`config.mk`:
```
export PLATFORM = sky130hd
export DESIGN_NAME = dram_admit
export DESIGN_NICKNAME = d
export VERILOG_FILES = /design/src/verilog/dram_pkg.sv /design/src/verilog/dram_admit.sv
export SDC_FILE = /design/constraint.sdc
export NUM_CORES = 1
export LEC_CHECK = 0
export ABC_AREA = 1
export CORE_MARGIN = 3
export CORE_UTILIZATION = 60
export DETAILED_ROUTE_END_ITERATION = 6
export DONT_BUFFER_PORTS = 1
export PLACE_DENSITY = 0.76
export REMOVE_ABC_BUFFERS = 1
export SLEW_MARGIN = 5
export SYNTH_ARGS = -nofsm -noshare
export SYNTH_HDL_FRONTEND = slang
export SYNTH_SLANG_ARGS = --single-unit
```
`constraint.sdc`:
```
create_clock -name dram_clk -period 2.8 [get_ports dram_clk]
set_input_delay 0.28 -clock dram_clk [delete_from_list [all_inputs] [get_ports dram_clk]]
set_output_delay 0.28 -clock dram_clk [all_outputs]
set_load 0.05 [all_outputs]
```
`src/verilog/dram_pkg.sv`:
```
`default_nettype none

package dram_pkg;

  // ----------------------------------------------------------
  // Widths
  // ----------------------------------------------------------
  typedef logic [31:0]  dram_addr_t;       // Byte address from the command port
  typedef logic [31:0]  dram_word_addr_t;  // Word address, two words per burst
  typedef logic [143:0] dram_word_t;       // 18 bytes
  typedef logic [17:0]  dram_be_t;         // One enable per byte
  typedef logic [7:0]   dram_occ_t;        // Occupancy count and thresholds
  typedef logic [2:0]   cfg_addr_t;
  typedef logic [31:0]  cfg_data_t;

  // ----------------------------------------------------------
  // Bundles
  // ----------------------------------------------------------
  typedef struct packed {
    dram_addr_t addr;
    logic       rnw;    // High for read
  } dram_cmd_s;

  typedef struct packed {
    dram_word_t data;
    dram_be_t   be;
  } dram_wdata_s;

  // One memory operation, a burst is two of these
  typedef struct packed {
    dram_word_addr_t word_addr;
    logic            rnw;
    dram_wdata_s     wdata;
  } dram_beat_s;

  typedef struct packed {
    logic      hard_ready;   // Refuse whenever ready is low
    dram_occ_t wait_thresh;  // ready while occ is below this
    dram_occ_t over_thresh;  // overflow from this occ upward
  } dram_cfg_s;

  typedef enum logic {
    SEQ_BEAT0,
    SEQ_BEAT1
  } seq_state_e;

  // Configuration register map
  localparam cfg_addr_t CFG_MODE        = 3'd0;
  localparam cfg_addr_t CFG_WAIT_THRESH = 3'd1;
  localparam cfg_addr_t CFG_OVER_THRESH = 3'd2;
  localparam cfg_addr_t CFG_ACCEPT_CNT  = 3'd3;
  localparam cfg_addr_t CFG_REFUSE_CNT  = 3'd4;

  localparam dram_occ_t DEF_WAIT_THRESH = 8'd64;
  localparam dram_occ_t DEF_OVER_THRESH = 8'd72;

endpackage

`default_nettype wire
```
`src/verilog/dram_admit.sv`:
```
`timescale 1ns/10ps
`default_nettype none

module dram_admit import dram_pkg::*; (
  input  logic      dram_clk,
  input  logic      dram_rst,
  input  logic      cmd_valid,
  input  logic      busy,
  input  dram_cfg_s cfg,
  output logic      accept,
  output logic      refuse,
  output logic      ready
);

  dram_occ_t occ_q;
  logic      overflow;
  logic      blocked;

  // ----------------------------------------------------------
  // Levels from the occupancy count
  // ----------------------------------------------------------
  assign ready    = occ_q < cfg.wait_thresh;
  assign overflow = occ_q >= cfg.over_thresh;

  // Hard mode honours ready, soft mode only the overflow level.
  // Nothing gets in while beat 1 of a burst is running
  assign blocked = busy | (cfg.hard_ready ? !ready : overflow);

  assign accept = cmd_valid & !blocked;
  assign refuse = cmd_valid & blocked;

  // Occupancy drains by one on each idle cycle
  always_ff @(posedge dram_clk) begin
    if (dram_rst) begin
      occ_q <= '0;
    end else if (accept) begin
      occ_q <= occ_q + 1'b1;
    end else if (!busy && occ_q != '0) begin
      occ_q <= occ_q - 1'b1;
    end
  end

endmodule

`default_nettype wire

```
==> impl_metrics.json <==
{
  "slowest_delay_ns": 0.39,
  "num_rows": 14,
  "synthArstFlopShare": 0,
  "gp_congestion": 0.803,
  "grt_pass1_wl_um": 3120,
  "holdBufCountCts": 0,
  "path_common_cell": "nor2_1",
  "cts_tree": "built",
  "required_ns": 2.94,
  "clock_skew_ns": 0.00142,
  "firstDrtPassIters": 4,
  "finalHoldWorstSlack_ns": 0.313,
  "crit_path_start": "occ_q[5]",
  "drc": 0,
  "finalHoldViolCount": 0,
  "core_area_um2": 1580,
  "wire_per_inst_um": 13.6,
  "relSlewSlack": 0.722,
  "drt-initial-drc-count": 7,
  "leakage_nw": 0.644,
  "hp-start": "dram_rst",
  "period_share": 0.935,
  "stdcell_area_um2": 1200,
  "critPathLaunchType": "register",
  "insertion_delay_ns": 0.24,
  "ys_types": 26,
  "status": "completed",
  "insertedDiodeCount": 0,
  "yosysTopAreaCellShare": 0.249,
  "period_needed_ns": 2.62,
  "hold_class": "input port to register",
  "ios": 24,
  "vdd_drop_max_mv": 0.756,
  "max_clock_freq_mhz": 382,
  "ys.flop_type": "dfxtp_1",
  "placed_cells": 165,
  "num_vias": 956,
  "layout-drive-gt1-share": 0.260,
  "gr-usage-all-layers": 0.188,
  "clockBufferDepth": 2,
  "ys_seq_area_frac": 0.152,
  "setup.worst_path.end_class": "register",
  "area_growth_pct": 13.6,
  "synth_most_common_cell": "nand2_1",
  "path_max_fanout": 4,
  "portBuffers": 0,
  "avgSynthCellArea_um2": 7.27,
  "drt.antenna.violating_nets": 0,
  "arrival_ns": 2.75,
  "final.fill_count": 126,
  "r2r_start": "occ_q[5]",
  "drv_slew": 0,
  "fin_nets": 199,
  "cts_buffers": 3,
  "syn_area_um2": 1050,
  "post-dp-hpwl_um": 1650,
  "clk_pin_slew_ns": 0.06,
  "antenna_found_initial": 0,
  "fin_cells": 170,
  "cts_root_buf": "clkbuf_4",
  "synth_cells": 145,
  "drv_cap": 0,
  "crit_slowest_cell": "ha_1",
  "ys_top_cells_by_area": "ha_1 (25%), dfxtp_1 (15%), nand2_1 (8.9%), a21oi_1 (8.1%), inv_1 (7.8%)",
  "dpl-instance-area_um2": 1090,
  "synth_edf_count": 0,
  "path_cells": "ha_1, a21oi_1, nor2_1, nor2_1, nand3_1, nand2_2, nand4_2, ha_1, nand2_1, o21ai_0, a21o_1, inv_1, nand4_1, a21oi_1, nor2_1",
  "synth_area_leader_cell": "ha_1",
  "finalSetupViolations": 0,
  "power.density_nw_per_um2": 1090,
  "vias_per_cell": 5.62,
  "ys_ff_latch": 8,
  "htreeDepth": 1,
  "clkSinkCount": 8,
  "overflow": 0,
  "ys_top_cells_by_count": "nand2_1 (25), inv_1 (22), ha_1 (21)",
  "die_y_um": 47.9,
  "dieArea_um2": 2300,
  "start_util": 0.669,
  "grt_pass1_vias": 781,
  "crit_type": "register to register",
  "top_regs": "occ_q: 8 flops",
  "routed_wl_um": 2310,
  "largest_register_ffs": 8,
  "regMostFlops": "occ_q",
  "worstMarginPinSlew_ns": 0.417,
  "ys_warn_count": 0,
  "die_w_um": 47.9,
  "grt_max_degree": 14
}
-- power by group --
| part | switching [mW] | internal [mW] |
|---|---|---|
| clock network | 0.0369 | 0.0489 |
| logic | 0.554 | 0.421 |
| registers | 0.0745 | 0.176 |
-- final timing paths --
kind	to	slack [ns]	depth (start not counted)
max	occ_q[7]	0.18	15
min	occ_q[7]	0.31	3
max reg2reg	occ_q[7]	0.18	15
min reg2reg	occ_q[7]	0.53	2
-- placed cells by master (no fill, tap or decap), drive strengths merged --
cell	n
a21boi	1
nor2	11
dfxtp	8
fa	1
nor4	2
nand2	28
clkinv	1
nand4	4
clkbuf	3
o21a	1
a21oi	20
o21ai	9
inv	27
a21o	2
buf	6
xor2	3
nand3	4
ha	21
xnor2	2
-- routing by layer --
layer  global-route usage  routed length [um]
met1                0.231                 984
met2                0.327                1160
met3               0.0414                 142
met4               0.0484                  16
met5                    0                   0
-- cell type report --
| cell class | count | area (um2) | share of cell area |
|---|---|---|---|
| multi-input cells | 109 | 836 | 0.697 |
| repair buffers | 6 | 45.0 | 0.0376 |
| well taps | 16 | 20.0 | 0.0167 |
| clock buffers | 3 | 22.5 | 0.0188 |
| inverters | 28 | 106 | 0.0887 |
| flip-flops and latches | 8 | 169 | 0.141 |
-- worst max-delay path: cells and delay by family (launching register included) --
family / cells / cell delay (ns)
AO/OA/AOI/OAI: 4 / 0.62
adder cells (fa/ha/maj): 2 / 0.68
buffers and inverters: 1 / 0.06
flip-flops: 1 / 0.34
AND/OR/NAND/NOR: 8 / 0.80
-- kinds of logic (layout without fill, tap and decap cells) --
logic type | Yosys count | in the layout | synth area share
DFF | 8 | 8 | 0.152
adders and majority gates | 22 | 22 | 0.268
buffers and inverters | 29 | 37 | 0.120
AOI/OAI and AO/OA | 33 | 33 | 0.198
xor gates and xnor gates | 5 | 5 | 0.0415
and+or+nand+nor | 48 | 49 | 0.221
-- through the flow --
stage	setup TNS, ns	power [mW]	utilization	setup WS (ns)
final	0	1.31	0.760	0.183
after global routing	-0.0506	1.44	0.760	-0.0321
after detailed placement	0	1.11	0.693	0.0328
after global placement	0	1.08	0.693	0.0943
after CTS	0	1.20	0.707	0.0270
after floorplan	0	0.930	-	0.264
-- what timing repair did --
item / in CTS / in global routing
resized for setup: 0 / 12
setup endpoints to repair: 0 / 3
setup buffers: 0 / 1
Power figures use the tool's default switching activity.
