--- config.mk ---
export PLATFORM = sky130hd
export DESIGN_NAME = dram_burst_seq
export DESIGN_NICKNAME = d
export VERILOG_FILES = /design/src/verilog/dram_pkg.sv /design/src/verilog/dram_burst_seq.sv
export SDC_FILE = /design/constraint.sdc
export NUM_CORES = 1
export LEC_CHECK = 0
export BUFFER_PORTS_ARGS = -buffer_cell sky130_fd_sc_hd__buf_4
export CAP_MARGIN = 25
export CORE_AREA = 2 2 154 156
export DETAILED_ROUTE_END_ITERATION = 16
export DIE_AREA = 0 0 156 158
export SKIP_CTS_REPAIR_TIMING = 1
export SLEW_MARGIN = 20
export SYNTH_ARGS = -nofsm -noshare
export SYNTH_HDL_FRONTEND = slang
export SYNTH_SLANG_ARGS = --single-unit
--- constraint.sdc ---
create_clock -name dram_clk -period 1.2 [get_ports dram_clk]
set_input_delay 0.12 -clock dram_clk [delete_from_list [all_inputs] [get_ports dram_clk]]
set_output_delay 0.12 -clock dram_clk [all_outputs]
set_load 0.05 [all_outputs]
--- src/verilog/dram_pkg.sv ---
`default_nettype none

package dram_pkg;

  // ----------------------------------------------------------
  // Widths
  // ----------------------------------------------------------
  typedef logic [31:0]  dram_addr_t;       // Byte address from the command port
  typedef logic [31:0]  dram_word_addr_t;  // Word address, two words per burst
  typedef logic [143:0] dram_word_t;       // 18 bytes
  typedef logic [17:0]  dram_be_t;         // One enable per byte
  typedef logic [7:0]   dram_occ_t;        // Occupancy count and thresholds
  typedef logic [2:0]   cfg_addr_t;
  typedef logic [31:0]  cfg_data_t;

  // ----------------------------------------------------------
  // Bundles
  // ----------------------------------------------------------
  typedef struct packed {
    dram_addr_t addr;
    logic       rnw;    // High for read
  } dram_cmd_s;

  typedef struct packed {
    dram_word_t data;
    dram_be_t   be;
  } dram_wdata_s;

  // One memory operation, a burst is two of these
  typedef struct packed {
    dram_word_addr_t word_addr;
    logic            rnw;
    dram_wdata_s     wdata;
  } dram_beat_s;

  typedef struct packed {
    logic      hard_ready;   // Refuse whenever ready is low
    dram_occ_t wait_thresh;  // ready while occ is below this
    dram_occ_t over_thresh;  // overflow from this occ upward
  } dram_cfg_s;

  typedef enum logic {
    SEQ_BEAT0,
    SEQ_BEAT1
  } seq_state_e;

  // Configuration register map
  localparam cfg_addr_t CFG_MODE        = 3'd0;
  localparam cfg_addr_t CFG_WAIT_THRESH = 3'd1;
  localparam cfg_addr_t CFG_OVER_THRESH = 3'd2;
  localparam cfg_addr_t CFG_ACCEPT_CNT  = 3'd3;
  localparam cfg_addr_t CFG_REFUSE_CNT  = 3'd4;

  localparam dram_occ_t DEF_WAIT_THRESH = 8'd64;
  localparam dram_occ_t DEF_OVER_THRESH = 8'd72;

endpackage

`default_nettype wire
--- src/verilog/dram_burst_seq.sv ---
`timescale 1ns/10ps
`default_nettype none

module dram_burst_seq import dram_pkg::*; (
  input  logic        dram_clk,
  input  logic        dram_rst,
  input  logic        accept,
  input  dram_cmd_s   cmd,
  input  dram_wdata_s wdata,
  output logic        busy,
  output dram_beat_s  beat,
  output logic        beat_en
);

  seq_state_e      state_q;
  dram_word_addr_t beat0_waddr;
  dram_word_addr_t beat1_waddr_q;
  logic            rnw_q;

  // ----------------------------------------------------------
  // Word addressing
  // ----------------------------------------------------------
  // Drop the low two byte address bits, then make room for the beat index
  assign beat0_waddr = {1'b0, cmd.addr[31:2], 1'b0};

  // Burst context, kept for the second beat only
  always_ff @(posedge dram_clk) begin
    if (accept) begin
      beat1_waddr_q <= beat0_waddr + 1'b1;
      rnw_q         <= cmd.rnw;
    end
  end

  // ----------------------------------------------------------
  // Beat FSM
  // ----------------------------------------------------------
  always_ff @(posedge dram_clk) begin
    if (dram_rst) begin
      state_q <= SEQ_BEAT0;
    end else begin
      case (state_q)
        SEQ_BEAT0: begin
          if (accept) begin
            state_q <= SEQ_BEAT1;
          end
        end
        SEQ_BEAT1: state_q <= SEQ_BEAT0;  // Second beat always follows
        default:   state_q <= SEQ_BEAT0;
      endcase
    end
  end

  assign busy = state_q == SEQ_BEAT1;

  // Beat 0 passes straight through from the command port
  always_comb begin
    beat.wdata = wdata;  // Each beat takes the data of its own cycle
    if (state_q == SEQ_BEAT1) begin
      beat.word_addr = beat1_waddr_q;
      beat.rnw       = rnw_q;
      beat_en        = 1'b1;
    end else begin
      beat.word_addr = beat0_waddr;
      beat.rnw       = cmd.rnw;
      beat_en        = accept;
    end
  end

endmodule

`default_nettype wire

==> impl_table.tex <==
\begin{tabular}{lr}
\hline
Metric & Value \\
\hline
\multicolumn{2}{l}{\textbf{Route}} \\
\quad Post-route antenna net violation count & 0 \\
\quad Post-Route WL & about 6.8 mm \\
\quad Routed length per instance & 15.3 microns \\
\quad DR iter-0 viols & 38 \\
\quad Final routed DRC violation total & 0 \\
\quad DR pass1 iterations & 3 \\
\quad Number of vias per cell & 2.74 \\
\quad Total via count after detailed routing & about 1200 \\
\multicolumn{2}{l}{\textbf{STA}} \\
\quad Highest clock rate & 652 MHz \\
\quad Clock tree skew after final layout & 0 ns \\
\quad Setup repair after global routing missed its margin & true \\
\quad Max-slew violation count & 0 \\
\quad Setup violators final & 33 \\
\quad Period utilisation layout & 128\% \\
\quad Fin. Hold Viols & 0 \\
\quad Time the final worst path needs with I/O delays and setup & around 1.5 ns \\
\quad Final Worst Setup Slack & -0.335 ns \\
\multicolumn{2}{l}{\textbf{Pwr}} \\
\quad Power density over cell area & about 1400 nW/um\^{}2 \\
\quad Overall Power & between 3 and 4 mW \\
\quad Worst voltage drop across the vdd grid & 0.398 mV \\
\quad Static Leakage & 1.00 nW \\
\multicolumn{2}{l}{\textbf{Hold path}} \\
\quad Worst Hold Path EP & beat1\_waddr\_q[2] \\
\quad Worst hold stages & 1 \\
\quad Path category of the worst min-delay check & input port to register \\
\quad Critical hold path startpoint & cmd[4] \\
\multicolumn{2}{l}{\textbf{Worst setup path}} \\
\quad Depth of the worst register-to-register path & 3 \\
\quad End of the worst register-to-register path & busy \\
\quad RR Startpoint & busy \\
\quad Startpoint Class & register \\
\quad CP Capture Type & output pin \\
\quad Setup Crit Path Kind & register to output pin \\
\quad Data arrival time of the worst path & between 1 and 1.5 ns \\
\quad Sequence of cells on the critical path & buf\_12, mux2\_4, buf\_4 \\
\quad WP data required & roughly 1.1 ns \\
\quad Minimum setup slack among reg-to-reg paths & 0.31 ns \\
\quad Worst Path Max Fanout & 25 \\
\quad Delay of the slowest critical-path stage & 0.36 ns \\
\quad Cell with the biggest individual delay on the critical path & sky130\_fd\_sc\_hd\_\_dfxtp\_4 \\
\multicolumn{2}{l}{\textbf{Global routing}} \\
\quad Overall Global Routing Usage & 5.12\% \\
\quad Maximum number of pins on one net before global-route repair & 26 \\
\quad Number of global-route vias before repair & between 1000 and 1500 \\
\quad Global-route wire length before repair & between 8 and 9 mm \\
\quad Remaining global-route overflow & 0 \\
\quad Number of antenna violations at the first check in global routing & 0 \\
\multicolumn{2}{l}{\textbf{Cells and area}} \\
\quad Total area of sequential cells & 955 sq um \\
\quad Filler Cell Count & 2596 \\
\quad Share of post-route cells with drive strength above 1 & roughly 72\% \\
\quad Number of diodes & 0 \\
\quad Total number of nets in the final design & 351 \\
\quad Area of the multi-input gates & 474 sq um \\
\quad Relative area change from synthesis to final layout & -4.96\% \\
\multicolumn{2}{l}{\textbf{Die}} \\
\quad Die Ht & 158 microns \\
\quad Floorplan die area & about 25000 sq um \\
\quad Initial standard-cell utilization of the core & 11.8\% \\
\quad Io pins & about 400 \\
\quad Die extent in x & 156 microns \\
\quad Count of standard-cell rows & 56 \\
\quad Core Area & 23100 sq um \\
\multicolumn{2}{l}{\textbf{Synthesis}} \\
\quad Synthesized area per cell & about 12 sq um \\
\quad Portion of the post-synthesis area used by sequential elements & a little over a third \\
\quad Most frequent cells after synthesis & sky130\_fd\_sc\_hd\_\_buf\_4, sky130\_fd\_sc\_hd\_\_edfxtp\_1, sky130\_fd\_sc\_hd\_\_mux2\_4 \\
\quad Netlist Area Pre-Place & 2730 sq um \\
\quad Proportion of synthesized flip-flops having asynchronous set or reset & 0\% \\
\quad Leading cell type by number of instances after synthesis & sky130\_fd\_sc\_hd\_\_buf\_4 \\
\quad Number of instances in the synthesized netlist & 234 \\
\quad Nets in the synthesized netlist & 432 \\
\quad Area share of the largest cell type after synthesis & 45.2\% \\
\quad Prevailing post-synth register cell & sky130\_fd\_sc\_hd\_\_edfxtp\_1 \\
\quad Number of synthesized register bits & 32 \\
\quad Post-synth EDFFs & 31 \\
\quad Post-synthesis cell type with the largest combined area & sky130\_fd\_sc\_hd\_\_buf\_4 \\
\quad Number of distinct library cells after synthesis & 10 \\
\quad Leading cell types by total area after synthesis & sky130\_fd\_sc\_hd\_\_buf\_4, sky130\_fd\_sc\_hd\_\_edfxtp\_1, sky130\_fd\_sc\_hd\_\_mux2\_4 \\
\quad Synthesis warning total & 0 \\
\multicolumn{2}{l}{\textbf{Clocking}} \\
\quad CTS tree & built \\
\quad Post-CTS clock slew at the launch and capture registers of the worst setup and hold paths & 0.06 ns \\
\quad Maximum level of the CTS H-tree & 2 \\
\quad Number of clock sinks & 32 \\
\quad Maximum buffer depth of the clock tree & 2 \\
\quad CTS buffer count & 5 \\
\quad Root buffer selected by CTS & sky130\_fd\_sc\_hd\_\_clkbuf\_16 \\
\quad Worst-Skew Late Latency & 0.29 ns \\
\multicolumn{2}{l}{\textbf{Placement}} \\
\quad Routability Congestion & 0.578 \\
\quad Number of port buffers & 67 \\
\quad Post-placement setup slack & -0.0273 ns \\
\multicolumn{2}{l}{\textbf{Status}} \\
\quad Result of the run & finished with violations \\
\quad Failing checks & negative setup slack \\
\multicolumn{2}{l}{\textbf{Run}} \\
\quad Number of max-cap violations & 0 \\
\hline
\end{tabular}
state kept, by name, summed over array words and instances (netlist names):
signal	cells
busy	1
rnw_q	1
beat1_waddr_q	30
per-layer routing:
metal  vias to the layer above  global-route usage [%]  wire length (microns)
met1                       516                    3.32                   1780
met2                       160                    7.84                   3010
met5                         -                       0                      0
li1                        434                       -                      -
met3                       105                    3.83                   1120
met4                         0                    7.38                    882
cells in the final DEF (no fill, tap or decap), drive strengths merged:
cell type and instances:
dlygate4sd3 9, buf 71, clkbuf 5, dfxtp 1, nor3b 1, edfxtp 31
conb 1, or2 1, mux2 31, clkinv 3
metrics by stage:
| step | cells | instance area, sq um | util (%) | hold WS, ns | setup TNS, ns |
|---|---|---|---|---|---|
| 2_1_floorplan | 234 | 2730 | - | 0.186 | -0.966 |
| 5_1_grt | 444 | 2590 | 11.2 | 0.000462 | -11.72 |
| 6_report | 444 | 2590 | 11.2 | 0.0119 | -9.67 |
| 4_1_cts | 435 | 2490 | 10.8 | -0.0460 | -11.10 |
| 3_3_place_gp | 427 | 2350 | 10.2 | 0.240 | -0.122 |
| 3_5_place_dp | 427 | 2350 | 10.2 | 0.240 | -0.401 |
worst max path at each step:
stage               slack (ns)  from        end
floorplan                -0.04  busy  beat[162]
global placement         -0.01  busy  beat[175]
detailed placement       -0.03  busy  beat[190]
CTS                      -0.36  busy  beat[190]
global route             -0.40  busy  beat[180]
finish                   -0.33  busy  beat[175]
layout make-up:
type	count	area share, %
well taps	290	14.0
repair buffers	80	25.5
flip-flops and latches	32	36.9
clock inverters	3	0.531
multi-input cells	34	18.3
clock buffers	5	4.83
kinds of logic after synthesis:
| group | share of synthesized area [%] |
|---|---|
| mux | 16.7 |
| buf+inv | 47.8 |
| simple gates | 0.505 |
| other cells | 0.138 |
| flops | 34.9 |
where the power goes:
group          total (mW)  leakage [nW]  switching (mW)  internal, mW
Combinational       0.866         0.617           0.507         0.359
Sequential           1.35         0.312          0.0257          1.32
Clock                1.29        0.0710           0.537         0.755
critical path: cells and delay by family (launching register included):
kind / cells / cell delay, ns
buffers and inverters: 2 / 0.39
flip-flops: 1 / 0.36
multiplexers: 1 / 0.32
Power figures use the tool's default switching activity.
