File: src/verilog/dram_pkg.sv
`default_nettype none

package dram_pkg;

  // ----------------------------------------------------------
  // Widths
  // ----------------------------------------------------------
  typedef logic [31:0]  dram_addr_t;       // Byte address from the command port
  typedef logic [31:0]  dram_word_addr_t;  // Word address, two words per burst
  typedef logic [143:0] dram_word_t;       // 18 bytes
  typedef logic [17:0]  dram_be_t;         // One enable per byte
  typedef logic [7:0]   dram_occ_t;        // Occupancy count and thresholds
  typedef logic [2:0]   cfg_addr_t;
  typedef logic [31:0]  cfg_data_t;

  // ----------------------------------------------------------
  // Bundles
  // ----------------------------------------------------------
  typedef struct packed {
    dram_addr_t addr;
    logic       rnw;    // High for read
  } dram_cmd_s;

  typedef struct packed {
    dram_word_t data;
    dram_be_t   be;
  } dram_wdata_s;

  // One memory operation, a burst is two of these
  typedef struct packed {
    dram_word_addr_t word_addr;
    logic            rnw;
    dram_wdata_s     wdata;
  } dram_beat_s;

  typedef struct packed {
    logic      hard_ready;   // Refuse whenever ready is low
    dram_occ_t wait_thresh;  // ready while occ is below this
    dram_occ_t over_thresh;  // overflow from this occ upward
  } dram_cfg_s;

  typedef enum logic {
    SEQ_BEAT0,
    SEQ_BEAT1
  } seq_state_e;

  // Configuration register map
  localparam cfg_addr_t CFG_MODE        = 3'd0;
  localparam cfg_addr_t CFG_WAIT_THRESH = 3'd1;
  localparam cfg_addr_t CFG_OVER_THRESH = 3'd2;
  localparam cfg_addr_t CFG_ACCEPT_CNT  = 3'd3;
  localparam cfg_addr_t CFG_REFUSE_CNT  = 3'd4;

  localparam dram_occ_t DEF_WAIT_THRESH = 8'd64;
  localparam dram_occ_t DEF_OVER_THRESH = 8'd72;

endpackage

`default_nettype wire
File: src/verilog/dram_cfg_regs.sv
`timescale 1ns/10ps
`default_nettype none

module dram_cfg_regs import dram_pkg::*; (
  input  logic      dram_clk,
  input  logic      dram_rst,
  input  logic      cfg_wr,
  input  cfg_addr_t cfg_addr,
  input  cfg_data_t cfg_wdata,
  output cfg_data_t cfg_rdata,
  input  logic      accept,
  input  logic      refuse,
  output dram_cfg_s cfg
);

  dram_cfg_s cfg_q;
  cfg_data_t accept_cnt_q;
  cfg_data_t refuse_cnt_q;

  // ----------------------------------------------------------
  // Writable mode and thresholds
  // ----------------------------------------------------------
  always_ff @(posedge dram_clk) begin
    if (dram_rst) begin
      cfg_q.hard_ready  <= 1'b0;             // Soft mode out of reset
      cfg_q.wait_thresh <= DEF_WAIT_THRESH;
      cfg_q.over_thresh <= DEF_OVER_THRESH;
    end else if (cfg_wr) begin
      case (cfg_addr)
        CFG_MODE:        cfg_q.hard_ready  <= cfg_wdata[0];
        CFG_WAIT_THRESH: cfg_q.wait_thresh <= cfg_wdata[$bits(dram_occ_t)-1:0];
        CFG_OVER_THRESH: cfg_q.over_thresh <= cfg_wdata[$bits(dram_occ_t)-1:0];
        default: ;  // Counters are read only
      endcase
    end
  end

  assign cfg = cfg_q;

  // ----------------------------------------------------------
  // Statistics, saturating at all ones
  // ----------------------------------------------------------
  always_ff @(posedge dram_clk) begin
    if (dram_rst) begin
      accept_cnt_q <= '0;
      refuse_cnt_q <= '0;
    end else begin
      if (accept && accept_cnt_q != '1) begin
        accept_cnt_q <= accept_cnt_q + 1'b1;
      end
      if (refuse && refuse_cnt_q != '1) begin
        refuse_cnt_q <= refuse_cnt_q + 1'b1;
      end
    end
  end

  // Read mux
  always_comb begin
    case (cfg_addr)
      CFG_MODE:        cfg_rdata = cfg_data_t'(cfg_q.hard_ready);
      CFG_WAIT_THRESH: cfg_rdata = cfg_data_t'(cfg_q.wait_thresh);
      CFG_OVER_THRESH: cfg_rdata = cfg_data_t'(cfg_q.over_thresh);
      CFG_ACCEPT_CNT:  cfg_rdata = accept_cnt_q;
      CFG_REFUSE_CNT:  cfg_rdata = refuse_cnt_q;
      default:         cfg_rdata = '0;  // Unmapped
    endcase
  end

endmodule

`default_nettype wire

File: config.mk
export PLATFORM = sky130hd
export DESIGN_NAME = dram_cfg_regs
export DESIGN_NICKNAME = d
export VERILOG_FILES = /design/src/verilog/dram_pkg.sv /design/src/verilog/dram_cfg_regs.sv
export SDC_FILE = /design/constraint.sdc
export NUM_CORES = 1
export LEC_CHECK = 0
export ABC_CLOCK_PERIOD_IN_PS = 2600
export BUFFER_PORTS_ARGS = -buffer_cell sky130_fd_sc_hd__buf_2
export CAP_MARGIN = 40
export CORE_AREA = 4 4 95 97
export DETAILED_ROUTE_END_ITERATION = 12
export DIE_AREA = 0 0 99 101
export PLACE_DENSITY = 0.82
export SKIP_CTS_REPAIR_TIMING = 1
export SLEW_MARGIN = 15
export SYNTH_ARGS = -nofsm -noshare
export SYNTH_HDL_FRONTEND = slang
export SYNTH_SLANG_ARGS = --single-unit
File: constraint.sdc
create_clock -name dram_clk -period 2.6 [get_ports dram_clk]
set_input_delay 0.13 -clock dram_clk [delete_from_list [all_inputs] [get_ports dram_clk]]
set_output_delay 0.13 -clock dram_clk [all_outputs]
set_load 0.05 [all_outputs]
==> results.py <==
metrics = {
    "run_status": {
        "outcome": "completed",
    },
    "floorplan": {
        "ios": 89,
        "die-height_um": 101,
        "placementRows": 33,
        "core_region_area_sq_um": 8134,
        "die_w_um": 99,
        "start_util_pct": 54.11,
        "die-area_sq_um": 9999,
    },
    "drt": {
        "antenna_left": 0,
        "via_to_cell_ratio": 6.244,
        "detailroute.via_count": 4333,
        "drcViolationCount": 0,
        "detail_route.first_pass.iterations": 5,
        "avgRoutedWirePerCell_um": 16.64,
        "drt_iter0_markers": 259,
        "routed_wirelength_um": 11550,
    },
    "pwr": {
        "logic_gate_share_of_total_power_pct": 6.3,
        "max-vdd-ir-drop_mv": 0.2824,
        "seq_power_share_pct": 49.6,
        "cellInternalPower_w": 0.001945,
        "switching_share_pct": 23.84,
        "cellPowerDensity_nw_per_um2": 504.1,
        "p_leak_nw": 1.782,
        "power.net_switching_w": 0.0006090,
        "power.total_w": 0.002554,
        "power_frac_clock_pct": 44.1,
    },
    "sta": {
        "maxSlewHeadroom_pct": 58.48,
        "finalWorstPathRequiredPeriod_ns": 2.264,
        "hold_slack_ns": 0.005348,
        "skew_ns": 0.01144,
        "unrepaired_setup_endpoints_after_global_routing": "no",
        "tightest_slew_ns": 0.6180,
        "post-route-period-util_pct": 87.07,
        "fmax_mhz": 441.7,
        "timing.setup.tns_ns": 0,
        "slew_viol_final": 0,
        "report.final.hold_viol_count": 0,
        "timing.final.setup_violations": 0,
    },
    "setup_path": {
        "slowest_stage_delay_cp_ns": 0.51,
        "crit_path_end": "refuse_cnt_q[30]$_SDFFE_PP0P_",
        "worstReg2RegEnd": "refuse_cnt_q[30]$_SDFFE_PP0P_",
        "setup.worst_path.class": "reg2reg",
        "cp-startpoint": "refuse_cnt_q[9]$_SDFFE_PP0P_",
        "regToRegStartpoint": "refuse_cnt_q[9]$_SDFFE_PP0P_",
        "worst_ep_arrival_time_ns": 2.55,
        "critPathMaxFanout": 11,
        "timing.critical_path.cells": "nand4_2 -> or3_4 -> a211o_1 -> or4_1 -> a21oi_1",
        "reg2reg_setup_slack_ns": 0.34,
        "r2r_cells": 5,
        "setup.worst_path.end_class": "flip-flop",
        "critical_path.startpoint_type": "flip-flop",
        "cp_data_required_time_ns": 2.89,
        "crit_path_top_delay_cell": "sky130_fd_sc_hd__or4_1",
    },
    "global_route": {
        "grt_pass1_wl_um": 19490,
        "grt_pass1_vias": 4014,
        "combined_global_route_utilization_of_all_metal_layers_pct": 23.70,
        "remaining_global_route_overflow": 0,
        "grt_antenna_before_repair": 0,
        "pin_count_of_the_biggest_net_entering_global_routing": 33,
    },
    "layout": {
        "diodes": 0,
        "stdcell_count": 694,
        "layout.nets": 626,
        "post_route_cells_drive_above_1_share_pct": 20.37,
        "syn_to_final_growth_pct": 15.12,
        "final.fill_count": 656,
    },
    "synth": {
        "post_synth_arst_share_pct": 0,
        "netlist_area_sq_um": 4402,
        "synth_seq_area_share_pct": 36.84,
        "syn-instance-count": 527,
        "synth-edff-count": 0,
        "synth_warnings": 0,
        "avg_synthesized_cell_area_sq_um": 8.352,
        "syn-num-nets": 569,
        "yosys_most_used_dff": "sky130_fd_sc_hd__dfxtp_1",
        "synthDistinctLibCells": 51,
        "synth_seq_cells": 81,
    },
    "cts": {
        "clock_path_buffers": 2,
        "cts_max_level": 3,
        "worstSkewPairLatency_ns": 0.36,
        "cts_inserted_buffers": 9,
        "cts_tree": "yes",
        "clock_sinks": 81,
        "cts_root_buf": "sky130_fd_sc_hd__clkbuf_8",
        "path_clk_slew_ns": 0.09,
    },
    "placement": {
        "dpl.cell_count": 678,
        "port_buffers": 64,
        "globalplace.congestion": 0.8878,
        "dpl.hpwl_um": 8369,
    },
    "worst_hold_path": {
        "hold_path_depth": 2,
        "worst_hold_path_type": "in2reg",
    },
    "job": {
        "cap_viol_max_count": 0,
    },
}
[worst max-delay path, delay by kind of cell, from the launching register on]
kind | cells | cell delay [ns]
compound gates | 2 | 0.52
simple gates | 3 | 1.21
flops | 1 | 0.48
[cells in the final DEF, fill, tap and decap left out, types with 8 or more instances in the layout]
cell	count
sky130_fd_sc_hd__dfxtp_1	81
sky130_fd_sc_hd__buf_2	64
sky130_fd_sc_hd__a21oi_1	57
sky130_fd_sc_hd__nand2_1	46
sky130_fd_sc_hd__o21ai_0	37
sky130_fd_sc_hd__nor2_1	29
sky130_fd_sc_hd__or3_1	28
sky130_fd_sc_hd__a22o_1	24
sky130_fd_sc_hd__nand3_1	22
sky130_fd_sc_hd__o31ai_1	22
sky130_fd_sc_hd__or4_1	21
sky130_fd_sc_hd__nand4_1	18
sky130_fd_sc_hd__buf_4	16
sky130_fd_sc_hd__mux2_2	11
sky130_fd_sc_hd__inv_1	9
sky130_fd_sc_hd__mux2i_1	9
sky130_fd_sc_hd__clkbuf_8	9
sky130_fd_sc_hd__and4_1	8
[sequential cells by signal, summed over array words and instances (netlist names)]
register,cells
accept_cnt_q,32
cfg,17
refuse_cnt_q,32
[layout make-up]
class	instances	area, sq um	share of cell area, %
sequential	81	1622	32.00
clock inverter	6	115.1	2.272
tap	105	131.4	2.593
timing repair buffer	80	440.4	8.691
clock buffer	10	127.6	2.519
multi-input combinational	403	2597	51.26
inverter	9	33.78	0.6667
[layer usage]
layer / vias to the layer above / wire, um / GRT usage (%) / share of wire, %
li1: 2121 / - / - / -
met1: 2049 / 5025 / 30.74 / 44
met2: 138 / 5681 / 39.51 / 49
met3: 25 / 622 / 4.429 / 5.4
met4: 0 / 216 / 8.403 / 1.9
met5: - / 0 / 0 / 0
[cell families (layout without fill, tap and decap cells)]
group	after synthesis	after routing	share of synthesized area, %
AOI/OAI and AO/OA	158	158	23.31
xor gates and xnor gates	7	7	1.393
adders and majority gates	2	2	0.5684
buffers and inverters	43	105	4.264
DFF	81	81	36.84
muxes	21	21	5.372
and+or+nand+nor	215	215	28.25
[stage by stage]
stage / instance area, sq um / utilization, % / setup WS (ns)
floorplan: 4402 / - / 0.3977
finish: 5067 / 62.30 / 0.3361
CTS: 5067 / 62.30 / 0.3705
global route: 5067 / 62.30 / 0.1956
detailed placement: 4825 / 59.31 / 0.3720
global placement: 4825 / 59.31 / 0.4321
[worst min-delay path by stage]
stage | endpoint | start
after floorplan | cfg[14]$_SDFFE_PP1P_ | cfg_wdata[6]
after global placement | cfg[14]$_SDFFE_PP1P_ | cfg_wdata[6]
after detailed placement | cfg[14]$_SDFFE_PP1P_ | cfg_wdata[6]
after CTS | cfg[14]$_SDFFE_PP1P_ | cfg_wdata[6]
after global routing | cfg[14]$_SDFFE_PP1P_ | cfg_wdata[6]
final | cfg[14]$_SDFFE_PP1P_ | cfg_wdata[6]
[power by group through the flow]
stage | logic [W] | registers, W | clock network (W)
5_1_grt | 0.000175 | 0.00127 | 0.00119
4_1_cts | 0.000161 | 0.00127 | 0.00114
2_1_floorplan | 0.0000899 | 0.00131 | 0
3_5_place_dp | 0.000160 | 0.00130 | 0
3_3_place_gp | 0.000156 | 0.00129 | 0
6_report | 0.000161 | 0.00127 | 0.00113
[synthesized netlist by cell type (6+ instances only)]
master / n / area (sq um)
sky130_fd_sc_hd__nor2b_1: 7 / 43.79
sky130_fd_sc_hd__o21ai_0: 37 / 185.2
sky130_fd_sc_hd__nand3_1: 22 / 110.1
sky130_fd_sc_hd__clkbuf_1: 24 / 90.09
sky130_fd_sc_hd__nand4_1: 18 / 112.6
sky130_fd_sc_hd__a21oi_1: 57 / 285.3
sky130_fd_sc_hd__inv_1: 9 / 33.78
sky130_fd_sc_hd__or3_1: 28 / 175.2
sky130_fd_sc_hd__o31ai_1: 22 / 165.2
sky130_fd_sc_hd__a22oi_1: 7 / 52.55
sky130_fd_sc_hd__mux2_2: 11 / 123.9
sky130_fd_sc_hd__and4_1: 8 / 70.07
sky130_fd_sc_hd__mux2i_1: 9 / 90.09
sky130_fd_sc_hd__a22o_1: 24 / 210.2
sky130_fd_sc_hd__nand2_1: 46 / 172.7
sky130_fd_sc_hd__xnor2_1: 6 / 52.55
sky130_fd_sc_hd__nor2_1: 29 / 108.9
sky130_fd_sc_hd__dfxtp_1: 81 / 1622
sky130_fd_sc_hd__and3_1: 7 / 43.79
sky130_fd_sc_hd__or4_1: 21 / 157.7
No activity file was read; power rests on OpenSTA's default activity.
