### config.mk
export PLATFORM = sky130hd
export DESIGN_NAME = dram_rd_pipe
export DESIGN_NICKNAME = d
export VERILOG_FILES = /design/src/verilog/dram_pkg.sv /design/src/verilog/dram_rd_pipe.sv
export SDC_FILE = /design/constraint.sdc
export NUM_CORES = 1
export LEC_CHECK = 0
export BUFFER_PORTS_ARGS = -buffer_cell sky130_fd_sc_hd__buf_2
export CAP_MARGIN = 0
export CORE_AREA = 2 2 396 398
export DETAILED_ROUTE_END_ITERATION = 16
export DIE_AREA = 0 0 398 400
export SLEW_MARGIN = 10
export SYNTH_ARGS = -nofsm -noshare
export SYNTH_HDL_FRONTEND = slang
export SYNTH_SLANG_ARGS = --single-unit
### constraint.sdc
create_clock -name dram_clk -period 0.8 [get_ports dram_clk]
set_input_delay 0.2 -clock dram_clk [delete_from_list [all_inputs] [get_ports dram_clk]]
set_output_delay 0.2 -clock dram_clk [all_outputs]
set_load 0.01 [all_outputs]
### src/verilog/dram_pkg.sv
`default_nettype none

package dram_pkg;

  // ----------------------------------------------------------
  // Widths
  // ----------------------------------------------------------
  typedef logic [31:0]  dram_addr_t;       // Byte address from the command port
  typedef logic [31:0]  dram_word_addr_t;  // Word address, two words per burst
  typedef logic [143:0] dram_word_t;       // 18 bytes
  typedef logic [17:0]  dram_be_t;         // One enable per byte
  typedef logic [7:0]   dram_occ_t;        // Occupancy count and thresholds
  typedef logic [2:0]   cfg_addr_t;
  typedef logic [31:0]  cfg_data_t;

  // ----------------------------------------------------------
  // Bundles
  // ----------------------------------------------------------
  typedef struct packed {
    dram_addr_t addr;
    logic       rnw;    // High for read
  } dram_cmd_s;

  typedef struct packed {
    dram_word_t data;
    dram_be_t   be;
  } dram_wdata_s;

  // One memory operation, a burst is two of these
  typedef struct packed {
    dram_word_addr_t word_addr;
    logic            rnw;
    dram_wdata_s     wdata;
  } dram_beat_s;

  typedef struct packed {
    logic      hard_ready;   // Refuse whenever ready is low
    dram_occ_t wait_thresh;  // ready while occ is below this
    dram_occ_t over_thresh;  // overflow from this occ upward
  } dram_cfg_s;

  typedef enum logic {
    SEQ_BEAT0,
    SEQ_BEAT1
  } seq_state_e;

  // Configuration register map
  localparam cfg_addr_t CFG_MODE        = 3'd0;
  localparam cfg_addr_t CFG_WAIT_THRESH = 3'd1;
  localparam cfg_addr_t CFG_OVER_THRESH = 3'd2;
  localparam cfg_addr_t CFG_ACCEPT_CNT  = 3'd3;
  localparam cfg_addr_t CFG_REFUSE_CNT  = 3'd4;

  localparam dram_occ_t DEF_WAIT_THRESH = 8'd64;
  localparam dram_occ_t DEF_OVER_THRESH = 8'd72;

endpackage

`default_nettype wire
### src/verilog/dram_rd_pipe.sv
`timescale 1ns/10ps
`default_nettype none

module dram_rd_pipe import dram_pkg::*; #(
  parameter int RD_LATENCY = 16  // At least 2
) (
  input  logic       dram_clk,
  input  logic       dram_rst,
  input  logic       in_valid,
  input  dram_word_t in_data,
  output logic       rd_valid,
  output dram_word_t rd_data
);

  logic [RD_LATENCY-1:0] vld_sr;
  dram_word_t            data_sr [RD_LATENCY];

  // ----------------------------------------------------------
  // Valid line
  // ----------------------------------------------------------
  always_ff @(posedge dram_clk) begin
    if (dram_rst) begin
      vld_sr <= '0;
    end else begin
      vld_sr <= {vld_sr[RD_LATENCY-2:0], in_valid};
    end
  end

  // Data shifts every cycle, valid or not
  always_ff @(posedge dram_clk) begin
    data_sr[0] <= in_data;
    for (int i = 1; i < RD_LATENCY; i++) begin
      data_sr[i] <= data_sr[i-1];
    end
  end

  assign rd_valid = vld_sr[RD_LATENCY-1];
  assign rd_data  = data_sr[RD_LATENCY-1];

endmodule

`default_nettype wire

==> report_table.html, run 1 <==
<table>
<tr><th>Metric</th><th>Value</th></tr>
<tr><th colspan="2">Timing</th></tr>
<tr><td>Post-route clock period utilization</td><td>1.82</td></tr>
<tr><td>Worst rel slew slack</td><td>0.823</td></tr>
<tr><td>Fin crit period</td><td>about 1.5 ns</td></tr>
<tr><td>Final number of setup-violating endpoints</td><td>146</td></tr>
<tr><td>Skew final</td><td>roughly 0.049 ns</td></tr>
<tr><td>Max Clk Rate</td><td>a little under 700 MHz</td></tr>
<tr><td>Setup slack of the critical path after layout</td><td>-0.657 ns</td></tr>
<tr><td>Unrepaired setup endpoints after global routing</td><td>true</td></tr>
<tr><td>Number of max-slew violations in the final report</td><td>0</td></tr>
<tr><td>Number of hold violations in the final report</td><td>0</td></tr>
<tr><td>Setup TNS</td><td>-88.73 ns</td></tr>
<tr><td>Worst-margin pin slew</td><td>~0.27 ns</td></tr>
<tr><th colspan="2">Synth</th></tr>
<tr><td>Dominant combinational cell family by area after synthesis</td><td>buffers and inverters</td></tr>
<tr><td>Number of flops mapped to enable cells by yosys</td><td>0</td></tr>
<tr><td>Most instantiated cells after synthesis</td><td>sky130_fd_sc_hd__dfxtp_1 (2320), sky130_fd_sc_hd__buf_4 (144), sky130_fd_sc_hd__nor2b_2 (7)</td></tr>
<tr><td>Most used standard cell by instance count after synthesis</td><td>sky130_fd_sc_hd__dfxtp_1</td></tr>
<tr><td>Warning count from the yosys run</td><td>0</td></tr>
<tr><td>Yosys top cell by area</td><td>sky130_fd_sc_hd__dfxtp_1</td></tr>
<tr><td>Post-synthesis area per instance</td><td>just under 20 µm²</td></tr>
<tr><td>Mux cell area share after synthesis</td><td>0</td></tr>
<tr><td>Parity-gate share of the synthesized area counting xor and xnor cells</td><td>0</td></tr>
<tr><td>Proportion of netlist area held by the largest area contributor</td><td>0.974</td></tr>
<tr><td>Synth Area in Compound Gates</td><td>0</td></tr>
<tr><td>Netlist area before placement</td><td>~0.048 mm²</td></tr>
<tr><td>Top cells by area in the synthesized netlist</td><td>sky130_fd_sc_hd__dfxtp_1 (97%), sky130_fd_sc_hd__buf_4 (2.3%), sky130_fd_sc_hd__nor2b_2 (0.13%), sky130_fd_sc_hd__and2b_2 (0.11%), sky130_fd_sc_hd__nor2b_1 (0.039%)</td></tr>
<tr><td>Sequential fraction of the synthesis area</td><td>0.974</td></tr>
<tr><td>Number of flip-flops and latches in the synthesized netlist</td><td>between 2000 and 2500</td></tr>
<tr><td>Fraction of registers with async set/reset</td><td>0</td></tr>
<tr><td>Number of standard cells after synthesis</td><td>around 2500</td></tr>
<tr><td>Count of cell types in the netlist</td><td>6</td></tr>
<tr><td>Predominant post-synthesis flop cell</td><td>sky130_fd_sc_hd__dfxtp_1</td></tr>
<tr><td>Share of synthesized cell area in and, or, nand and nor gates</td><td>0.00278</td></tr>
<tr><td>Total nets after synthesis</td><td>2628</td></tr>
<tr><td>Share of synthesized cell area in full adder, half adder and majority cells</td><td>0</td></tr>
<tr><th colspan="2">Placement</th></tr>
<tr><td>PortBufs</td><td>around 290</td></tr>
<tr><td>Routability cong.</td><td>about 0.66</td></tr>
<tr><td>Total cell area at the placement stage</td><td>0.0506 mm²</td></tr>
<tr><td>Final HPWL from detailed placement</td><td>between 20000 and 30000 µm</td></tr>
<tr><th colspan="2">Global route</th></tr>
<tr><td>Largest net degree at the start of global routing</td><td>19</td></tr>
<tr><td>Via count of the first global-routing pass</td><td>roughly 17000</td></tr>
<tr><td>Global Route Usage Sum</td><td>0.0660</td></tr>
<tr><td>Number of antenna violations at the first check in global routing</td><td>4</td></tr>
<tr><td>Remaining Overflow, GRT</td><td>0</td></tr>
<tr><td>Global-route wire length before repair</td><td>roughly 80000 µm</td></tr>
<tr><th colspan="2">Floorplan</th></tr>
<tr><td>DIE AREA</td><td>between 0.15 and 0.2 mm²</td></tr>
<tr><td>Core Rows</td><td>145</td></tr>
<tr><td>Vert. Die Dim</td><td>400 µm</td></tr>
<tr><td>Number of top-level design ports</td><td>just under 300</td></tr>
<tr><td>Die extent in x</td><td>about 400 µm</td></tr>
<tr><td>Initial core utilization</td><td>0.307</td></tr>
<tr><td>Placeable core region</td><td>between 0.15 and 0.2 mm²</td></tr>
<tr><th colspan="2">Drt</th></tr>
<tr><td>Total Routed Length</td><td>53300 µm</td></tr>
<tr><td>Remaining routing DRC violations</td><td>0</td></tr>
<tr><td>Post-route antenna net violation count</td><td>0</td></tr>
<tr><td>Average routed wire per standard cell</td><td>approximately 10 µm</td></tr>
<tr><td>Initial detailed-routing violation count</td><td>between 500 and 600</td></tr>
<tr><td>Vias</td><td>about 17000</td></tr>
<tr><td>Routed via count divided by cell count</td><td>between 3 and 4</td></tr>
<tr><td>Initial DRT Pass Iterations</td><td>4</td></tr>
<tr><th colspan="2">Cells and area</th></tr>
<tr><td>Multi-input gate area in the final layout</td><td>~130 µm²</td></tr>
<tr><td>Final net count</td><td>3245</td></tr>
<tr><td>Cell area after layout</td><td>around 0.061 mm²</td></tr>
<tr><td>Filler cell count</td><td>about 14000</td></tr>
<tr><td>Area growth from synthesis to final layout</td><td>28.4%</td></tr>
<tr><td>Sequential cell area</td><td>approximately 0.047 mm²</td></tr>
<tr><td>Antenna Cells</td><td>0</td></tr>
<tr><td>Proportion of layout cells with a drive suffix above 1</td><td>0.221</td></tr>
<tr><th colspan="2">Critical path</th></tr>
<tr><td>Crit Reg-Reg Startpoint</td><td>vld_sr[3]</td></tr>
<tr><td>Worst setup EP type</td><td>primary output</td></tr>
<tr><td>Count of buffering cells on the critical path with inverters included</td><td>1</td></tr>
<tr><td>Peak per-stage delay on the critical path</td><td>approximately 0.32 ns</td></tr>
<tr><td>CP Launch Point</td><td>data_sr[1][1014]</td></tr>
<tr><td>Arr. time, crit path</td><td>~1.3 ns</td></tr>
<tr><td>Critical Path RT</td><td>around 0.60 ns</td></tr>
<tr><td>Critical register-to-register path endpoint</td><td>vld_sr[4]</td></tr>
<tr><td>Cell Chain, Critical Path</td><td>buf_6</td></tr>
<tr><td>Largest fanout on the critical path</td><td>1</td></tr>
<tr><td>Register-to-Register Path Depth</td><td>1</td></tr>
<tr><td>Type of the worst setup path</td><td>reg -&gt; out</td></tr>
<tr><td>Crit path max-delay family</td><td>flip-flops</td></tr>
<tr><td>Slowest cell on the critical path</td><td>sky130_fd_sc_hd__dfxtp_2</td></tr>
<tr><td>R2R Setup Slk</td><td>roughly 0.19 ns</td></tr>
<tr><td>Type of origin of the critical path</td><td>flip-flop</td></tr>
<tr><th colspan="2">Clock tree</th></tr>
<tr><td>Clk Tree Root Cell</td><td>sky130_fd_sc_hd__clkbuf_16</td></tr>
<tr><td>H-Tree Depth</td><td>4</td></tr>
<tr><td>Clock Sinks</td><td>approximately 2300</td></tr>
<tr><td>CTS clock-pin slew for the worst setup and hold paths</td><td>~0.060 ns</td></tr>
<tr><td>Number of buffers inserted to repair setup after CTS</td><td>0</td></tr>
<tr><td>Maximum count of clock buffers along a single path</td><td>3</td></tr>
<tr><td>TritonCTS clock tree</td><td>done</td></tr>
<tr><td>CTS buffer count</td><td>between 200 and 250</td></tr>
<tr><td>Clock insertion delay at the later pin of the skew report</td><td>0.80 ns</td></tr>
<tr><th colspan="2">Power and ir drop</th></tr>
<tr><td>Post-layout power</td><td>229 mW</td></tr>
<tr><td>Cell leakage power</td><td>roughly 26 nW</td></tr>
<tr><td>Largest vdd supply drop</td><td>2220 µV</td></tr>
<tr><td>Power per Cell Area</td><td>about 3700 mW/mm²</td></tr>
<tr><th colspan="2">Min path</th></tr>
<tr><td>Class of the most critical hold timing path</td><td>in -&gt; reg</td></tr>
<tr><td>Hold Path End</td><td>data_sr[0][103]</td></tr>
<tr><td>Hold Path Depth</td><td>2</td></tr>
<tr><td>Min-Delay Startpoint</td><td>in_data[103]</td></tr>
<tr><th colspan="2">Status</th></tr>
<tr><td>Violations in the final reports</td><td>setup timing</td></tr>
<tr><td>Run status</td><td>finished, violations left</td></tr>
<tr><th colspan="2">Run</th></tr>
<tr><td>Max-capacitance violation count</td><td>0</td></tr>
</table>
[state kept, by name, summed over array words and instances (netlist names)]
signal	count
data_sr	2304
vld_sr	16
[how the worst max path moves through the flow]
stage | cells past startpoint | slack (ns) | endpoint
2_1_floorplan | 1 | 0.20 | rd_data[0]
3_3_place_gp | 1 | 0.08 | rd_data[15]
3_5_place_dp | 3 | 0.06 | vld_sr[14]
4_1_cts | 1 | -0.78 | rd_data[54]
5_1_grt | 1 | -0.78 | rd_data[78]
6_report | 1 | -0.66 | rd_data[6]
[cell usage in the layout (no fill, tap or decap), drive strengths merged]
cell         instances
and2b                6
buf                292
bufinv              24
clkbuf             289
clkinv              60
clkinvlp            15
dfxtp             2320
dlygate4sd3        255
inv                 10
nor2b               10
[stage by stage]
stage | setup slack [ns] | utilization | std cells | hold WS, ns
after floorplan | 0.199 | - | 2481 | 0.228
after global placement | 0.0763 | 0.326 | 4686 | 0.303
after detailed placement | 0.0649 | 0.326 | 4686 | 0.304
after CTS | -0.779 | 0.393 | 5339 | 0.000427
after global routing | -0.780 | 0.395 | 5339 | 0.0157
final | -0.657 | 0.395 | 5339 | 0.0877
[cells by family (layout without fill, tap and decap cells)]
group	after synthesis	in the layout
simple gates	16	16
flops	2320	2320
buf+inv	145	945
[where the power goes]
part	internal (mW)	switching, mW	total [mW]
combinational	1.50	0.695	2.19
clock	61.2	42.4	104
sequential	122	1.39	123
total	184	44.5	229
[layout make-up]
class | instances | area share
clock buffers | 289 | 0.0982
clock inverters | 109 | 0.0258
multi-input cells | 16 | 0.00217
flip-flops and latches | 2320 | 0.760
well taps | 2058 | 0.0421
repair buffers | 547 | 0.0717
[layer usage]
metal	up-vias	wire [µm]	GRT usage
li1	8767	-	-
met2	324	25900	0.108
met3	147	3290	0.0280
met1	7745	22200	0.0715
met4	4	1830	0.0388
met5	-	33	0
[what timing repair did]
action,in CTS,in global routing
endpoints found under the setup margin,145,145
hold buffers,255,0
endpoints found under the hold margin,160,0
resized for setup,48,70
Note: power is estimated with default switching activity, not from simulation.
==> run 2, diff against run 1 <==
- clock period: 0.8 -> 1.17 ns (I/O delays scaled with it)
==> report_table.html, run 2 (synthesis gave the netlist of run 1 again) <==
<table>
<tr><th>Metric</th><th>Value</th></tr>
<tr><th colspan="2">Critical path</th></tr>
<tr><td>Arr. time, crit path</td><td>1.28 ns (+0.02 ns)</td></tr>
<tr><td>Count of buffering cells on the critical path with inverters included</td><td>1 (unchanged)</td></tr>
<tr><td>CP Launch Point</td><td>data_sr[1][1023]</td></tr>
<tr><td>Critical Path RT</td><td>0.88 ns (+0.28 ns)</td></tr>
<tr><td>Worst setup EP type</td><td>primary output</td></tr>
<tr><td>Total stage count of the critical path</td><td>1 (unchanged)</td></tr>
<tr><td>Type of the worst setup path</td><td>reg -&gt; out</td></tr>
<tr><td>Cell Chain, Critical Path</td><td>buf_6</td></tr>
<tr><td>Crit Reg-Reg Startpoint</td><td>vld_sr[0]</td></tr>
<tr><td>Peak per-stage delay on the critical path</td><td>0.36 ns (+0.04 ns)</td></tr>
<tr><td>Slowest cell on the critical path</td><td>sky130_fd_sc_hd__dfxtp_2</td></tr>
<tr><td>Crit path max-delay family</td><td>flip-flops</td></tr>
<tr><td>Critical register-to-register path endpoint</td><td>vld_sr[1]</td></tr>
<tr><td>Type of origin of the critical path</td><td>flip-flop</td></tr>
<tr><td>Largest fanout on the critical path</td><td>1 (unchanged)</td></tr>
<tr><td>R2R Setup Slk</td><td>0.58 ns (+0.39 ns)</td></tr>
<tr><td>Register-to-Register Path Depth</td><td>1 (unchanged)</td></tr>
<tr><td>Worst setup path endpoint</td><td>rd_data[15]</td></tr>
<tr><th colspan="2">Floorplan</th></tr>
<tr><td>DIE AREA</td><td>0.159 mm² (unchanged)</td></tr>
<tr><td>Number of top-level design ports</td><td>292 (unchanged)</td></tr>
<tr><td>Core Rows</td><td>145 (unchanged)</td></tr>
<tr><td>Die extent in x</td><td>398 µm (unchanged)</td></tr>
<tr><td>Vert. Die Dim</td><td>400 µm (unchanged)</td></tr>
<tr><td>Initial core utilization</td><td>0.307 (unchanged)</td></tr>
<tr><td>Placeable core region</td><td>0.155 mm² (unchanged)</td></tr>
<tr><th colspan="2">Drt</th></tr>
<tr><td>Vias</td><td>16632 (-2.1%)</td></tr>
<tr><td>Highest signal layer in the routed design</td><td>met5</td></tr>
<tr><td>Initial detailed-routing violation count</td><td>557 (-5.8%)</td></tr>
<tr><td>Average routed wire per standard cell</td><td>9.97 µm (-0.12%)</td></tr>
<tr><td>Post-route antenna net violation count</td><td>0 (unchanged)</td></tr>
<tr><td>Detail Route met2 WL</td><td>24700 µm (-4.9%)</td></tr>
<tr><td>Wire length on met1</td><td>21800 µm (-1.9%)</td></tr>
<tr><td>Total Routed Length</td><td>52100 µm (-2.2%)</td></tr>
<tr><td>Initial DRT Pass Iterations</td><td>4 (unchanged)</td></tr>
<tr><td>Remaining routing DRC violations</td><td>0 (unchanged)</td></tr>
<tr><td>Amount of wire on met3 after detailed routing</td><td>3260 µm (-0.88%)</td></tr>
<tr><td>Routed via count divided by cell count</td><td>3.18 (about the same)</td></tr>
<tr><th colspan="2">Clock tree</th></tr>
<tr><td>Clock insertion delay at the later pin of the skew report</td><td>0.81 ns (about the same)</td></tr>
<tr><td>CTS clock-pin slew for the worst setup and hold paths</td><td>0.07 ns (about the same)</td></tr>
<tr><td>Clock Sinks</td><td>2320 (unchanged)</td></tr>
<tr><td>CTS buffer count</td><td>210 (-1.4%)</td></tr>
<tr><td>Number of buffers inserted to repair setup after CTS</td><td>0 (unchanged)</td></tr>
<tr><td>Maximum count of clock buffers along a single path</td><td>3 (unchanged)</td></tr>
<tr><td>Clk Tree Root Cell</td><td>sky130_fd_sc_hd__clkbuf_16</td></tr>
<tr><td>TritonCTS clock tree</td><td>done</td></tr>
<tr><td>H-Tree Depth</td><td>4 (unchanged)</td></tr>
<tr><th colspan="2">Timing</th></tr>
<tr><td>Setup slack of the critical path after layout</td><td>-0.401 ns (+0.255 ns)</td></tr>
<tr><td>Max Clk Rate</td><td>636 MHz</td></tr>
<tr><td>Number of max-slew violations in the final report</td><td>0 (unchanged)</td></tr>
<tr><td>Fin crit period</td><td>1.57 ns</td></tr>
<tr><td>WHS</td><td>0.103 ns (+0.0150 ns)</td></tr>
<tr><td>Setup TNS</td><td>-50.45 ns (+38.29 ns)</td></tr>
<tr><td>Number of hold violations in the final report</td><td>0 (unchanged)</td></tr>
<tr><td>Skew final</td><td>0.0670 ns (+0.0183 ns)</td></tr>
<tr><td>Unrepaired setup endpoints after global routing</td><td>true</td></tr>
<tr><td>Post-route clock period utilization</td><td>1.34</td></tr>
<tr><td>Worst rel slew slack</td><td>0.817 (-0.00564)</td></tr>
<tr><td>Final number of setup-violating endpoints</td><td>145 (-0.68%)</td></tr>
<tr><td>Worst-margin pin slew</td><td>0.274 ns (+0.00846 ns)</td></tr>
<tr><th colspan="2">Global route</th></tr>
<tr><td>Global-route wire length before repair</td><td>79100 µm (-3.3%)</td></tr>
<tr><td>Remaining Overflow, GRT</td><td>0 (unchanged)</td></tr>
<tr><td>Via count of the first global-routing pass</td><td>16091 (-3.1%)</td></tr>
<tr><td>Global Route Usage Sum</td><td>0.0645 (-0.00153)</td></tr>
<tr><td>Largest net degree at the start of global routing</td><td>19 (unchanged)</td></tr>
<tr><td>Number of antenna violations at the first check in global routing</td><td>3 (-1)</td></tr>
<tr><th colspan="2">Cells and area</th></tr>
<tr><td>Area growth from synthesis to final layout</td><td>26.1%</td></tr>
<tr><td>Cell area after layout</td><td>0.0601 mm² (-1.8%)</td></tr>
<tr><td>Final instance count without filler cells</td><td>5227 (-2.1%)</td></tr>
<tr><td>Highest-count cells in the layout ignoring fill and taps</td><td>sky130_fd_sc_hd__dfxtp_1 (2263), sky130_fd_sc_hd__buf_2 (234), sky130_fd_sc_hd__clkbuf_16 (210)</td></tr>
<tr><td>Most flops, register</td><td>data_sr</td></tr>
<tr><td>Final net count</td><td>3134 (-3.4%)</td></tr>
<tr><td>Proportion of layout cells with a drive suffix above 1</td><td>0.227 (+0.00629)</td></tr>
<tr><td>Number of flip-flops in the largest register</td><td>2304 (unchanged)</td></tr>
<tr><td>Registers with the highest flip-flop counts</td><td>data_sr (2304), vld_sr (16)</td></tr>
<tr><td>Filler cell count</td><td>13918 (+0.56%)</td></tr>
<tr><td>Most frequent standard cell in the layout excluding fill and tap cells</td><td>sky130_fd_sc_hd__dfxtp_1</td></tr>
<tr><th colspan="2">Run</th></tr>
<tr><td>Max-capacitance violation count</td><td>0 (unchanged)</td></tr>
<tr><th colspan="2">Placement</th></tr>
<tr><td>PortBufs</td><td>291 (unchanged)</td></tr>
<tr><td>Routability cong.</td><td>0.667 (+0.71%)</td></tr>
<tr><td>Total cell area at the placement stage</td><td>0.0506 mm² (unchanged)</td></tr>
<tr><td>Final HPWL from detailed placement</td><td>27000 µm (-0.53%)</td></tr>
<tr><td>Post-place setup slack</td><td>0.337 ns (+0.273 ns)</td></tr>
<tr><td>Count of placed standard cells including taps</td><td>4686 (unchanged)</td></tr>
<tr><th colspan="2">Min path</th></tr>
<tr><td>Class of the most critical hold timing path</td><td>in -&gt; reg</td></tr>
<tr><th colspan="2">Power and ir drop</th></tr>
<tr><td>Largest vdd supply drop</td><td>1500 µV (-32%)</td></tr>
<tr><td>Power per Cell Area</td><td>2600 mW/mm² (-30%)</td></tr>
<tr><td>Cell leakage power</td><td>25.2 nW (-1.8%)</td></tr>
<tr><th colspan="2">Status</th></tr>
<tr><td>Run status</td><td>finished, violations left</td></tr>
<tr><td>Violations in the final reports</td><td>setup timing</td></tr>
</table>
run 2: repair_timing:
action / CTS / global route
endpoints found under the setup margin: 145 / 145
endpoints found under the hold margin: 160 / 0
hold buffers: 147 / 0
resized for setup: 36 / 78
pin swaps: 0 / 0
run 2: layout make-up:
cell class	instances	area (µm²)	area share
Multi-Input combinational cell	16	133	0.00221
Sequential cell	2320	46500	0.774
Clock buffer	288	5970	0.0993
Tap cell	2058	2570	0.0428
Clock inverter	105	1630	0.0271
Antenna cell	1	2.50	0.0000416
Timing Repair Buffer	439	3290	0.0548
run 2: how the worst min path moves through the flow:
| stage | endpoint | slack [ns] | start | depth (start not counted) |
|---|---|---|---|---|
| floorplan | data_sr[0][1000] | 0.31 | data_sr[0][856] | 0 |
| finish | data_sr[0][117] | 0.10 | in_data[117] | 2 |
| global route | data_sr[0][59] | 0.03 | in_data[59] | 2 |
| global placement | data_sr[0][821] | 0.31 | data_sr[0][677] | 0 |
| detailed placement | data_sr[0][1000] | 0.31 | data_sr[0][856] | 0 |
| CTS | data_sr[0][65] | 0.0002 | in_data[65] | 2 |
run 2: layer usage:
layer,vias to the layer above,global-route usage
li1,8549,-
met3,193,0.0269
met2,341,0.103
met5,-,0
met1,7545,0.0689
met4,4,0.0449
run 2: power breakdown:
group          switching (mW)  internal, mW  total (mW)
clock network            29.0          42.1        71.1
registers               0.945          83.2        84.2
logic                   0.427         0.781        1.21
run 2: per-stage QoR:
| step | total power, mW | util |
|---|---|---|
| finish | 156 | 0.388 |
| global route | 163 | 0.388 |
| CTS | 159 | 0.386 |
| detailed placement | 86.7 | 0.326 |
| global placement | 86.6 | 0.326 |
| floorplan | 86.0 | - |
